### src/hw/mpu_settings.svh
// Build-time settings of the MPU: queue depth, bus credits and the fixed PMA region table
// Included by every module that sizes itself from these values
`ifndef MPU_SETTINGS_SVH
`define MPU_SETTINGS_SVH

// Request queue entries, also the core's initial credit count
`define MPU_REQ_DEPTH   2
// Bus credits the MPU holds after reset
`define MPU_BUS_CREDITS 2

// Region table, word addresses, low inclusive and high exclusive
// Attribute mask order is {main, atomic, bufferable, cacheable}
`define PMA_NUM_REGIONS 3

// Main memory, full attributes
`define PMA_R0_LOW  30'h0000_0000
`define PMA_R0_HIGH 30'h0400_0000
`define PMA_R0_ATTR 4'b1111
// I/O space, bufferable only
`define PMA_R1_LOW  30'h0400_0000
`define PMA_R1_HIGH 30'h0800_0000
`define PMA_R1_ATTR 4'b0010
// Main without atomics, overlaps regions 0 and 1
`define PMA_R2_LOW  30'h0200_0000
`define PMA_R2_HIGH 30'h0600_0000
`define PMA_R2_ATTR 4'b1000

`endif

### src/hw/pma_pkg.sv
// Types for physical memory attribute regions and the bus memory type
// Imported by the lookup and by every block that carries a memory type
package pma_pkg;

  //////////////////////////////
  // Addresses and indices
  //////////////////////////////

  // Word address, byte address bits [31:2]
  typedef logic [29:0] word_addr_t;

  // Index into the region table
  typedef logic [1:0] region_idx_t;

  // Bus memory type
  // bit 0 bufferable, bit 1 cacheable
  typedef logic [1:0] memtype_t;

  //////////////////////////////
  // Attributes
  //////////////////////////////

  typedef struct packed {
    logic main;
    logic atomic;
    logic bufferable;
    logic cacheable;
  } pma_attr_t;

  // One table entry, low bound inclusive, high bound exclusive
  typedef struct packed {
    word_addr_t low;
    word_addr_t high;
    pma_attr_t  attr;
  } pma_region_t;

  // Attributes of an address outside every region
  localparam pma_attr_t PMA_ATTR_NONE = '0;

endpackage

### src/hw/mpu_pkg.sv
// Types for core and bus transactions, responses and the MPU control FSM
// Imported by the queue, the control block, the response merge and the top level
package mpu_pkg;

  import pma_pkg::*;

  //////////////////////////////
  // Transactions
  //////////////////////////////

  typedef logic [31:0] addr_t;
  typedef logic [31:0] data_t;

  typedef enum logic [1:0] {
    SIZE_BYTE = 2'b00,
    SIZE_HALF = 2'b01,
    SIZE_WORD = 2'b10
  } access_size_e;

  // Request as issued by the load/store unit
  typedef struct packed {
    addr_t        addr;
    logic         we;
    data_t        wdata;
    access_size_e size;
    logic         instr;
    logic         atomic;
  } core_req_t;

  // Request as forwarded to the bus, attributes folded into memtype
  typedef struct packed {
    addr_t        addr;
    logic         we;
    data_t        wdata;
    access_size_e size;
    memtype_t     memtype;
  } bus_req_t;

  //////////////////////////////
  // Responses and control
  //////////////////////////////

  typedef enum logic [1:0] {
    MPU_OK       = 2'b00,
    MPU_RE_FAULT = 2'b01,
    MPU_WR_FAULT = 2'b10
  } mpu_status_e;

  typedef struct packed {
    data_t       rdata;
    mpu_status_e status;
  } core_resp_t;

  typedef enum logic [1:0] {
    MPU_IDLE,
    MPU_RE_ERR_WAIT,
    MPU_WR_ERR_WAIT,
    MPU_ERR_RESP
  } mpu_state_e;

  // Credit and outstanding response counters
  typedef logic [2:0] credit_cnt_t;

endpackage

### src/hw/mpu_ctrl.sv
// MPU control block that pops the queue, issues legal requests to the bus and holds faults
// until all outstanding bus responses are back, then requests the fault response
`timescale 1ns/100ps

`include "mpu_settings.svh"

module mpu_ctrl import mpu_pkg::*, pma_pkg::*; (
  input  logic        clk,
  input  logic        rst_n,
  input  logic        head_valid_i,
  input  core_req_t   head_i,
  input  logic        fault_i,
  input  memtype_t    memtype_i,
  output logic        pop_o,
  output logic        bus_req_valid_o,
  output bus_req_t    bus_req_o,
  input  logic        bus_credit_i,
  input  logic        bus_resp_valid_i,
  output logic        err_resp_valid_o,
  output mpu_status_e err_status_o
);

  mpu_state_e  state_q;
  mpu_state_e  state_d;
  credit_cnt_t credit_q;
  credit_cnt_t credit_d;
  credit_cnt_t outst_q;
  credit_cnt_t outst_d;
  mpu_status_e err_status_q;
  logic        issue;
  logic        take_fault;
  logic        bus_req_valid_q;
  bus_req_t    bus_req_q;

  // Only an idle FSM looks at the head
  assign issue      = (state_q == MPU_IDLE) && head_valid_i && !fault_i && (credit_q != '0);
  assign take_fault = (state_q == MPU_IDLE) && head_valid_i && fault_i;
  assign pop_o      = issue || take_fault;

  // Spend a credit per issued request and regain one per bus pulse
  assign credit_d = credit_q - credit_cnt_t'(issue) + credit_cnt_t'(bus_credit_i);
  // One more per issued request and one less per returned response
  assign outst_d  = outst_q + credit_cnt_t'(issue) - credit_cnt_t'(bus_resp_valid_i);

  //////////////////////////////
  // FSM
  //////////////////////////////

  always_comb begin
    state_d          = state_q;
    err_resp_valid_o = 1'b0;
    case (state_q)
      MPU_IDLE: begin
        if (take_fault) begin
          state_d = head_i.we ? MPU_WR_ERR_WAIT : MPU_RE_ERR_WAIT;
        end
      end
      MPU_RE_ERR_WAIT,
      MPU_WR_ERR_WAIT: begin
        // Leaving as the last response drains keeps responses in order
        if (outst_d == '0) begin
          state_d = MPU_ERR_RESP;
        end
      end
      MPU_ERR_RESP: begin
        err_resp_valid_o = 1'b1;
        state_d          = MPU_IDLE;
      end
      default: state_d = MPU_IDLE;
    endcase
  end

  always_ff @(posedge clk or negedge rst_n) begin
    if (!rst_n) begin
      state_q         <= MPU_IDLE;
      credit_q        <= credit_cnt_t'(`MPU_BUS_CREDITS);
      outst_q         <= '0;
      err_status_q    <= MPU_OK;
      bus_req_valid_q <= 1'b0;
    end else begin
      state_q         <= state_d;
      credit_q        <= credit_d;
      outst_q         <= outst_d;
      bus_req_valid_q <= issue;
      // Direction of the blocked access follows the wait state
      if (state_d == MPU_ERR_RESP) begin
        err_status_q <= (state_q == MPU_WR_ERR_WAIT) ? MPU_WR_FAULT : MPU_RE_FAULT;
      end
    end
  end

  // Bus request payload
  always_ff @(posedge clk) begin
    if (issue) begin
      bus_req_q.addr    <= head_i.addr;
      bus_req_q.we      <= head_i.we;
      bus_req_q.wdata   <= head_i.wdata;
      bus_req_q.size    <= head_i.size;
      bus_req_q.memtype <= memtype_i;
    end
  end

  assign bus_req_valid_o = bus_req_valid_q;
  assign bus_req_o       = bus_req_q;
  assign err_status_o    = err_status_q;

  //////////////////////////////
  // Assertions
  //////////////////////////////

  a_bus_req_only_idle : assert property (@(posedge clk) disable iff (!rst_n)
    bus_req_valid_o |-> (state_q == MPU_IDLE))
    else $error("bus request while the FSM handles a fault");

  a_err_resp_drained : assert property (@(posedge clk) disable iff (!rst_n)
    err_resp_valid_o |-> (outst_q == '0))
    else $error("fault response with bus responses outstanding");

  a_credit_bound : assert property (@(posedge clk) disable iff (!rst_n)
    credit_q <= credit_cnt_t'(`MPU_BUS_CREDITS))
    else $error("bus returned more credits than it was given");

  a_resp_expected : assert property (@(posedge clk) disable iff (!rst_n)
    bus_resp_valid_i |-> (outst_q != '0))
    else $error("bus response without an outstanding request");

endmodule

### src/hw/mpu_req_fifo.sv
// Request queue between the core and the MPU control block
// Every popped entry hands one credit back to the core on the next cycle
`timescale 1ns/100ps

`include "mpu_settings.svh"

module mpu_req_fifo import mpu_pkg::*; (
  input  logic      clk,
  input  logic      rst_n,
  input  logic      push_i,
  input  core_req_t push_data_i,
  input  logic      pop_i,
  output logic      head_valid_o,
  output core_req_t head_o,
  output logic      core_credit_o
);

  localparam int DEPTH = `MPU_REQ_DEPTH;
  localparam int PTR_W = (DEPTH > 1) ? $clog2(DEPTH) : 1;

  core_req_t        mem [DEPTH];
  logic [PTR_W-1:0] wr_ptr_q;
  logic [PTR_W-1:0] rd_ptr_q;
  // One extra bit so that a full queue is distinct from an empty one
  logic [PTR_W:0]   count_q;
  logic             pop_en;
  logic             core_credit_q;

  assign head_valid_o = (count_q != '0);
  assign head_o       = mem[rd_ptr_q];
  // Popping an empty queue is ignored
  assign pop_en       = pop_i && head_valid_o;

  // Storage
  always_ff @(posedge clk) begin
    if (push_i) begin
      mem[wr_ptr_q] <= push_data_i;
    end
  end

  //////////////////////////////
  // Pointers and fill level
  //////////////////////////////

  always_ff @(posedge clk or negedge rst_n) begin
    if (!rst_n) begin
      wr_ptr_q      <= '0;
      rd_ptr_q      <= '0;
      count_q       <= '0;
      core_credit_q <= 1'b0;
    end else begin
      if (push_i) begin
        // Wrap at the last entry, depth need not be a power of two
        if (wr_ptr_q == PTR_W'(DEPTH - 1)) begin
          wr_ptr_q <= '0;
        end else begin
          wr_ptr_q <= wr_ptr_q + 1'b1;
        end
      end
      if (pop_en) begin
        if (rd_ptr_q == PTR_W'(DEPTH - 1)) begin
          rd_ptr_q <= '0;
        end else begin
          rd_ptr_q <= rd_ptr_q + 1'b1;
        end
      end
      case ({push_i, pop_en})
        2'b10:   count_q <= count_q + 1'b1;
        2'b01:   count_q <= count_q - 1'b1;
        default: count_q <= count_q;
      endcase
      // Credit goes back one cycle after the entry leaves
      core_credit_q <= pop_en;
    end
  end

  assign core_credit_o = core_credit_q;

  // Core may only push while it holds a credit, so a full queue means overspending
  a_no_push_when_full : assert property (@(posedge clk) disable iff (!rst_n)
    push_i |-> (count_q < (PTR_W + 1)'(DEPTH)))
    else $error("core pushed into a full request queue");

endmodule

### src/hw/mpu_resp_mux.sv
// Response merge toward the core
// Registers either a bus response with OK status or a fault response from the FSM
`timescale 1ns/100ps

module mpu_resp_mux import mpu_pkg::*; (
  input  logic        clk,
  input  logic        rst_n,
  input  logic        bus_resp_valid_i,
  input  data_t       bus_rdata_i,
  input  logic        err_resp_valid_i,
  input  mpu_status_e err_status_i,
  output logic        core_resp_valid_o,
  output core_resp_t  core_resp_o
);

  core_resp_t resp_d;
  logic       resp_valid_q;
  core_resp_t resp_q;

  // Select the source, faults carry no read data
  always_comb begin
    if (err_resp_valid_i) begin
      resp_d.rdata  = '0;
      resp_d.status = err_status_i;
    end else begin
      resp_d.rdata  = bus_rdata_i;
      resp_d.status = MPU_OK;
    end
  end

  always_ff @(posedge clk or negedge rst_n) begin
    if (!rst_n) begin
      resp_valid_q <= 1'b0;
    end else begin
      resp_valid_q <= bus_resp_valid_i || err_resp_valid_i;
    end
  end

  // Payload only moves with a valid response
  always_ff @(posedge clk) begin
    if (bus_resp_valid_i || err_resp_valid_i) begin
      resp_q <= resp_d;
    end
  end

  assign core_resp_valid_o = resp_valid_q;
  assign core_resp_o       = resp_q;

  // FSM waits for the bus to drain before it answers, so both never meet here
  a_no_resp_collision : assert property (@(posedge clk) disable iff (!rst_n)
    !(bus_resp_valid_i && err_resp_valid_i))
    else $error("bus and fault response collide");

endmodule

### src/hw/mpu_top.sv
// Top level of the MPU on one load/store port
// Queue, PMA lookup, control FSM and response merge wired together
`timescale 1ns/100ps

module mpu_top import mpu_pkg::*, pma_pkg::*; (
  input  logic       clk,
  input  logic       rst_n,
  // Core request and response
  input  logic       core_req_valid_i,
  input  core_req_t  core_req_i,
  output logic       core_credit_o,
  output logic       core_resp_valid_o,
  output core_resp_t core_resp_o,
  // Bus request and response
  output logic       bus_req_valid_o,
  output bus_req_t   bus_req_o,
  input  logic       bus_credit_i,
  input  logic       bus_resp_valid_i,
  input  data_t      bus_rdata_i
);

  logic        head_valid;
  core_req_t   head;
  logic        pop;
  logic        fault;
  memtype_t    memtype;
  logic        err_resp_valid;
  mpu_status_e err_status;

  //////////////////////////////
  // Request side
  //////////////////////////////

  mpu_req_fifo u_req_fifo (
    .clk           (clk),
    .rst_n         (rst_n),
    .push_i        (core_req_valid_i),
    .push_data_i   (core_req_i),
    .pop_i         (pop),
    .head_valid_o  (head_valid),
    .head_o        (head),
    .core_credit_o (core_credit_o)
  );

  // Raw attributes stay inside the lookup, only memtype and fault leave it
  pma_lookup u_pma_lookup (
    .head_i    (head),
    .attr_o    (),
    .memtype_o (memtype),
    .fault_o   (fault)
  );

  mpu_ctrl u_ctrl (
    .clk              (clk),
    .rst_n            (rst_n),
    .head_valid_i     (head_valid),
    .head_i           (head),
    .fault_i          (fault),
    .memtype_i        (memtype),
    .pop_o            (pop),
    .bus_req_valid_o  (bus_req_valid_o),
    .bus_req_o        (bus_req_o),
    .bus_credit_i     (bus_credit_i),
    .bus_resp_valid_i (bus_resp_valid_i),
    .err_resp_valid_o (err_resp_valid),
    .err_status_o     (err_status)
  );

  // Response side
  mpu_resp_mux u_resp_mux (
    .clk               (clk),
    .rst_n             (rst_n),
    .bus_resp_valid_i  (bus_resp_valid_i),
    .bus_rdata_i       (bus_rdata_i),
    .err_resp_valid_i  (err_resp_valid),
    .err_status_i      (err_status),
    .core_resp_valid_o (core_resp_valid_o),
    .core_resp_o       (core_resp_o)
  );

endmodule

### src/hw/pma_lookup.sv
// PMA check of the request at the queue head against the fixed region table
// Purely combinational, the control block uses the fault flag and the memory type
`timescale 1ns/100ps

`include "mpu_settings.svh"

module pma_lookup import mpu_pkg::*, pma_pkg::*; (
  input  core_req_t head_i,
  output pma_attr_t attr_o,
  output memtype_t  memtype_o,
  output logic      fault_o
);

  // Region table built from the settings header
  localparam pma_region_t REGION_TAB [`PMA_NUM_REGIONS] = '{
    '{low: `PMA_R0_LOW, high: `PMA_R0_HIGH, attr: `PMA_R0_ATTR},
    '{low: `PMA_R1_LOW, high: `PMA_R1_HIGH, attr: `PMA_R1_ATTR},
    '{low: `PMA_R2_LOW, high: `PMA_R2_HIGH, attr: `PMA_R2_ATTR}
  };

  word_addr_t  word_addr;
  logic        hit;
  region_idx_t match_idx;
  logic        misaligned;

  assign word_addr = head_i.addr[31:2];

  //////////////////////////////
  // Region match
  //////////////////////////////

  // Scan from the top so that the lowest matching index is the one left standing
  always_comb begin
    hit       = 1'b0;
    match_idx = '0;
    for (int i = `PMA_NUM_REGIONS - 1; i >= 0; i--) begin
      if ((word_addr >= REGION_TAB[i].low) && (word_addr < REGION_TAB[i].high)) begin
        hit       = 1'b1;
        match_idx = region_idx_t'(i);
      end
    end
  end

  // Unmapped addresses get all attributes cleared
  assign attr_o = hit ? REGION_TAB[match_idx].attr : PMA_ATTR_NONE;

  //////////////////////////////
  // Fault rules
  //////////////////////////////

  // Alignment from access size and the low byte address bits
  always_comb begin
    case (head_i.size)
      SIZE_HALF: misaligned = head_i.addr[0];
      SIZE_WORD: misaligned = (head_i.addr[1:0] != 2'b00);
      default:   misaligned = 1'b0;
    endcase
  end

  // Fetch and misaligned need main memory, atomics need atomic support
  assign fault_o = (head_i.instr  && !attr_o.main)   ||
                   (misaligned    && !attr_o.main)   ||
                   (head_i.atomic && !attr_o.atomic);

  // Bit 1 cacheable, bit 0 bufferable
  assign memtype_o = {attr_o.cacheable, attr_o.bufferable};

endmodule

### config.mk
export PLATFORM = sky130hd
export DESIGN_NAME = mpu_top
export DESIGN_NICKNAME = d
export VERILOG_FILES = /design/src/hw/pma_pkg.sv /design/src/hw/mpu_pkg.sv /design/src/hw/mpu_ctrl.sv /design/src/hw/mpu_req_fifo.sv /design/src/hw/mpu_resp_mux.sv /design/src/hw/mpu_top.sv /design/src/hw/pma_lookup.sv
export VERILOG_INCLUDE_DIRS = /design/src /design/src/hw
export SDC_FILE = /design/constraint.sdc
export NUM_CORES = 1
export LEC_CHECK = 0
export ABC_AREA = 0
export BUFFER_PORTS_ARGS = -buffer_cell sky130_fd_sc_hd__buf_4
export CAP_MARGIN = 40
export CORE_UTILIZATION = 50
export CTS_BUF_LIST = sky130_fd_sc_hd__clkbuf_8
export CTS_CLUSTER_SIZE = 28
export DETAILED_ROUTE_END_ITERATION = 8
export PLACE_DENSITY = 0.9
export SETUP_SLACK_MARGIN = 0.05
export SLEW_MARGIN = 20
export SYNTH_ARGS = -nofsm -noshare
export SYNTH_HDL_FRONTEND = slang
export SYNTH_SLANG_ARGS = --single-unit
### constraint.sdc
create_clock -name clk -period 9.5 [get_ports clk]
set_input_delay 0.475 -clock clk [delete_from_list [all_inputs] [get_ports clk]]
set_output_delay 0.475 -clock clk [all_outputs]
set_load 0.05 [all_outputs]
-- Word-level counts from Yosys, hierarchy flattened
Memories as Yosys holds them, arrays and structs flattened.
Index checks and enable logic that the tools add are counted.
- output and inout bits: 106
- logic and storage cells: 89
- input port bits: 106
- bits in writable memories: 138
- memories: 1
- register bits after elaboration: 120
- multiplexer cells: 22
- order comparisons: 7
- add/subtract/negate cells: 8
- bitwise operators: 1
- eq/ne operators: 8
- reduce and logical (&&, ||, !) cells: 25
- memory list (memory ; depth ; width ; rd ports ; clocked after memory_dff ; wr ports ; line ; source):
    u_req_fifo.mem ; 2 ; 69 ; 1 ; 0 ; 1 ; mpu_req_fifo.sv:21 ; core_req_t mem [DEPTH];
- operator list (cell ; count):
    $bmux 64 s2 ; 1
    $lt 30x27->1 const B ; 2
    $ge 30x1->1 const B ; 1
    $ge 30x26->1 const B ; 1
    $ge 30x27->1 const B ; 1
    $lt 30x28->1 const B ; 1
    $mux 2 ; 7
    $mux 4 ; 3
    $logic_and 1x1->1 ; 11
    $eq 2x2->1 const B ; 5
    $mux 1 ; 8
    $add 3x1->3 ; 2
    $eq 2x1->1 const B ; 3
    $pmux 2 s3 ; 1
    $reduce_bool 2->1 ; 3
    $sub 3x1->3 ; 2
    $logic_or 1x1->1 ; 4
    $pmux 2 s2 ; 1
    $ge 3x3->1 const B ; 1
    $logic_not 1->1 ; 3
    $logic_not 3->1 ; 1
    $not 2->3 ; 1
    $reduce_bool 3->1 ; 1
    $add 1x1->1 const B ; 2
    5 further kinds ; 5

-- Depth between registers and ports, before layout
An unclocked memory read counts as a cell.
- word-level depth: 24
- gate-level depth with buffers: 18
- depth with buffers taken out: 15

-- Cells and area by module
A second synthesis with hierarchy kept.
- cell total of the unflattened synthesis: 444
- area total of the unflattened synthesis: 9650.5 sq um
- by module, submodules not included (module ; seq. area each (sq um) ; area an instance (sq um) ; instances ; cells each):
    mpu_req_fifo ; 4269.1 ; 5547.8 ; 1 ; 232
    mpu_ctrl ; 2348.5 ; 2708.8 ; 1 ; 124
    mpu_resp_mux ; 1046.0 ; 1287.5 ; 1 ; 73
    pma_lookup ; 0.0 ; 106.4 ; 1 ; 15

-- Worst setup path before layout
Ideal clock, no wire load.
- kind: register -> register
- from: reg u_req_fifo.rd_ptr_q
- to: reg u_ctrl.err_status_q[1] (netlist: u_ctrl.err_status_o[1])
- buffers on the path: 3
- library setup time: 0.128 ns
- stages on the path, launching flop included: 17
- path slack: -0.396 ns
- data arrival time: 9.768 ns
- data required time: 9.372 ns
- period minus slack after synthesis: 9.896 ns
- cell sequence: dfrtp_1 -> buf_4 -> clkbuf_1 -> buf_1 -> mux2i_1 -> inv_1 -> ha_1 -> a221o_1 -> nand3_1 -> nor3b_1 -> ha_1 -> fa_1 -> or4b_4 -> nor2_1 -> a211oi_1 -> a211oi_2 -> mux2_1
- RTL lines (item ; line ; source):
    start, declared ; mpu_req_fifo.sv:23 ; logic [PTR_W-1:0] rd_ptr_q;
    start signal, assigned ; mpu_req_fifo.sv:64 ; rd_ptr_q <= rd_ptr_q + 1'b1;
    end signal, assigned ; mpu_ctrl.sv:87 ; err_status_q <= (state_q == MPU_WR_ERR_WAIT) ? MPU_WR_FAULT : MPU_RE_FAULT;
    end, declared ; mpu_ctrl.sv:29 ; mpu_status_e err_status_q;

==> key figures <==
Global route
  • Pin count of the biggest net entering global routing: 56
  • GRT Resource Usage Total: 18.4%
  • GRT Residual Overflow: 0
  • First-pass GRT wire length: 25600 µm
  • Antenna violations before repair: 1
  • Vias in the first global route: 4909

Drt
  • Via count: 4743
  • Routed WL: 17600 µm
  • Iteration-0 DRC Markers: 238
  • Number of routed nets with antenna violations: 0
  • DRC: 0
  • Via density: 4.98
  • First drt pass iteration count: 4
  • DR WL/cell: 18.5 µm

Synthesis
  • Cells after synthesis: 443
  • Mapped Nets: 561
  • Post-Syn Area: 0.00924 mm²
  • Synthesis-stage register bit count: 258
  • Register area share after synthesis: 82.9%
  • Post-synthesis cell type count: 35
  • Yosys synthesis warning count: 0
  • Syn avg cell area: 20.9 µm²

Outcome
  • Outcome: complete, no violations

STA
  • Hold Violations, Final: 0
  • WHS: 0.131 ns
  • Worst setup margin: 5.26 ns
  • RSZ-0062 raised after global routing: no
  • Final Critical Period: 4.24 ns
  • Relative slew margins: 50.6%
  • Fmax: 0.236 GHz
  • Final setup fails: 0
  • Final slew viol count: 0
  • Worst slew pin tran: 0.740 ns
  • Layout Skew: 0.0219 ns
  • Final Cycle Share: 44.6%
  • Setup TNS: 0 ns

Final layout
  • Sequential cell area: 0.00767 mm²
  • Fill cells: 1200
  • Footprint of the multi-input gates: 0.00149 mm²
  • Finished layout cell area: 0.0119 mm²
  • Util after Layout: 66.1%
  • Layout cells sized above 1: 46.5%
  • Layout Area Growth over Synthesis: 28.9%
  • Final net count: 810

Critical path
  • Crit path launch type: flip-flop
  • Crit-path leading delay family: adder cells
  • Critical-path top delay cell: dfrtp_4
  • Critical path buffers and inverters: 2
  • Max stage delay on crit path: 0.69 ns
  • Critical path depth: 15
  • Required @ worst endpoint: 9.89 ns
  • Arrival time worst endpoint: 4.63 ns
  • CP Max Fanout: 27
  • CP Capture Type: flip-flop
  • CP Class: flip-flop to flip-flop
  • Critical path, cell by cell: mux2i_1 > inv_1 > ha_1 > inv_1 > a32o_1 > nand3_1 > nor3b_4 > ha_1 > fa_1 > xnor3_1 > or4b_4 > nor2_1 > a211oi_1 > a211oi_2 > mux2_1
  • R2R cell count: 15

Floorplanning
  • Die Ht: 138 µm
  • Die area: 0.0190 mm²
  • IO Pins: 212
  • Core ar.: 0.0180 mm²
  • Die X: 138 µm
  • Num rows: 49
  • Starting Density: 51.3%

Flow run
  • Maxcap violations: 0

Worst hold path
  • Hold Path Cell Cnt: 1
  • Hold Path Class: primary input to flip-flop

Placed design
  • GPL Wtd Cong: 0.736
  • Pre-CTS setup slack: 5.26 ns
  • Cell Area, Placed: 0.0112 mm²
  • I/O Buffers: 211
  • DP Wirelength: 11800 µm

CTS
  • Sink Count: 258
  • H-tree depth: 2
  • Num CTS Buffers: 39
  • CTS-repair resized insts: 0
  • Clock root buffer: clkbuf_8
  • Clock latency on the worst-skew pair: 0.52 ns
  • CTS max path bufs: 3
  • CTS tree: built
  • Setup repair bufs after CTS: 0
  • Clk pin slew, worst setup/hold paths: 0.07 ns

Power
  • Leak: 0.00462 µW
  • Max VDD drop: 0.000189 V
  • Pwr per Cell Area: 317 mW/mm²
-- worst reg2reg max path: stages, from the launching register on --
cell and delay [ns]:
dfrtp_4 0.69, mux2i_1 0.32, inv_1 0.09, ha_1 0.29
inv_1 0.06, a32o_1 0.20, nand3_1 0.12, nor3b_4 0.19
ha_1 0.25, fa_1 0.41, xnor3_1 0.21, or4b_4 0.52
nor2_1 0.10, a211oi_1 0.07, a211oi_2 0.23, mux2_1 0.36
-- cell families (layout without fill, tap and decap cells) --
| group | Yosys count | count (layout) | synth area share (%) |
|---|---|---|---|
| flops | 258 | 258 | 82.9 |
| fa+ha+maj | 12 | 12 | 1.79 |
| xor+xnor | 8 | 8 | 0.907 |
| buf+inv | 28 | 307 | 1.18 |
| simple gates | 56 | 56 | 3.85 |
| mux | 70 | 70 | 8.46 |
| other cells | 0 | 1 | 0 |
| compound gates | 11 | 11 | 0.880 |
-- report_power, final --
| group | internal (µW) | total, µW | switching, µW |
|---|---|---|---|
| clock network | 393 | 789 | 397 |
| logic | 441 | 1250 | 807 |
| registers | 1620 | 1730 | 117 |
| total | 2450 | 3770 | 1320 |
-- per-layer routing --
metal	vias up	share of wire, %	GRT usage (%)	wire length [µm]
li1	2199	-	-	-
met1	2308	38	21.4	6620
met2	213	51	31.6	8920
met3	23	10	7.02	1770
met4	0	1.6	5.37	274
met5	-	0	0	0
-- cell usage after synthesis --
cell type,number,share of area (%)
a211oi_1,1,0.081
a211oi_2,1,0.14
a21oi_1,3,0.16
a221o_1,1,0.11
a32o_1,1,0.11
and2_1,4,0.27
buf_1,1,0.041
buf_4,1,0.081
clkbuf_1,9,0.37
dfrtp_1,16,4.3
dfstp_2,1,0.28
edfxtp_1,241,78
fa_1,2,0.43
ha_1,10,1.4
inv_1,17,0.69
mux2_1,1,0.12
mux2_2,64,7.8
mux2i_1,5,0.54
nand2_1,1,0.041
nand3_1,1,0.054
nand4b_2,1,0.16
nor2_1,5,0.20
nor2b_1,32,2.2
nor3_1,3,0.16
nor3b_1,3,0.24
o211a_1,1,0.11
o21ai_0,2,0.11
o22ai_1,1,0.068
or2_2,1,0.068
or3_1,2,0.14
or3b_1,2,0.19
or4b_4,1,0.15
xnor2_1,4,0.38
xnor3_1,1,0.24
xor2_1,3,0.28
-- repair_timing --
action,CTS,global route
hold buffers,1,0
setup endpoints to repair,0,0
hold endpoints to repair,16,0
-- state kept, by name (all words and copies together), names as in the netlist, 2 cells and up --
signal / cells
u_ctrl.bus_req_o: 69
u_ctrl.err_status_o: 2
u_ctrl.credit_q: 3
u_ctrl.outst_q: 3
u_req_fifo.mem: 138
u_ctrl.state_q: 2
u_resp_mux.core_resp_o: 34
u_req_fifo.count_q: 2
-- through the flow --
stage / cells / total power, µW
after floorplan: 443 / 2600
after global placement: 874 / 2920
after detailed placement: 879 / 3010
after CTS: 951 / 3820
after global routing: 951 / 3940
final: 952 / 3770
-- path summary, 6_finish.rpt --
kind                                       start                endpoint  slack [ns]
max reg2reg                  u_req_fifo.rd_ptr_q  u_ctrl.err_status_o[1]        5.26
min                               core_req_i[17]   u_req_fifo.mem[0][17]        0.13
min in group asynchronous                  rst_n      u_ctrl.credit_q[0]        0.37
max in group asynchronous                  rst_n      u_ctrl.credit_q[1]        8.88
min reg2reg                u_req_fifo.count_q[1]   u_req_fifo.count_q[1]        0.47
max                          u_req_fifo.rd_ptr_q  u_ctrl.err_status_o[1]        5.26
-- cells in the final DEF, fill, tap and decap left out, types with 4 or more instances in the layout --
cell / count
buf_4: 213
clkinv_1: 13
nor2b_1: 32
edfxtp_1: 241
inv_1: 30
mux2_2: 64
mux2i_1: 5
nor2_1: 4
xnor2_1: 4
dfrtp_1: 15
ha_1: 10
clkbuf_8: 40
-- area by class of cell --
class / count / share of cell area [%]
Timing Repair Buffer: 219 / 14.4
Clock inverter: 31 / 1.08
Clock buffer: 40 / 4.62
Inverter: 17 / 0.536
Antenna cell: 1 / 0.0210
Multi-Input combinational cell: 157 / 12.5
Sequential cell: 258 / 64.4
Tap cell: 229 / 2.41
No activity file was read; power rests on OpenSTA's default activity.
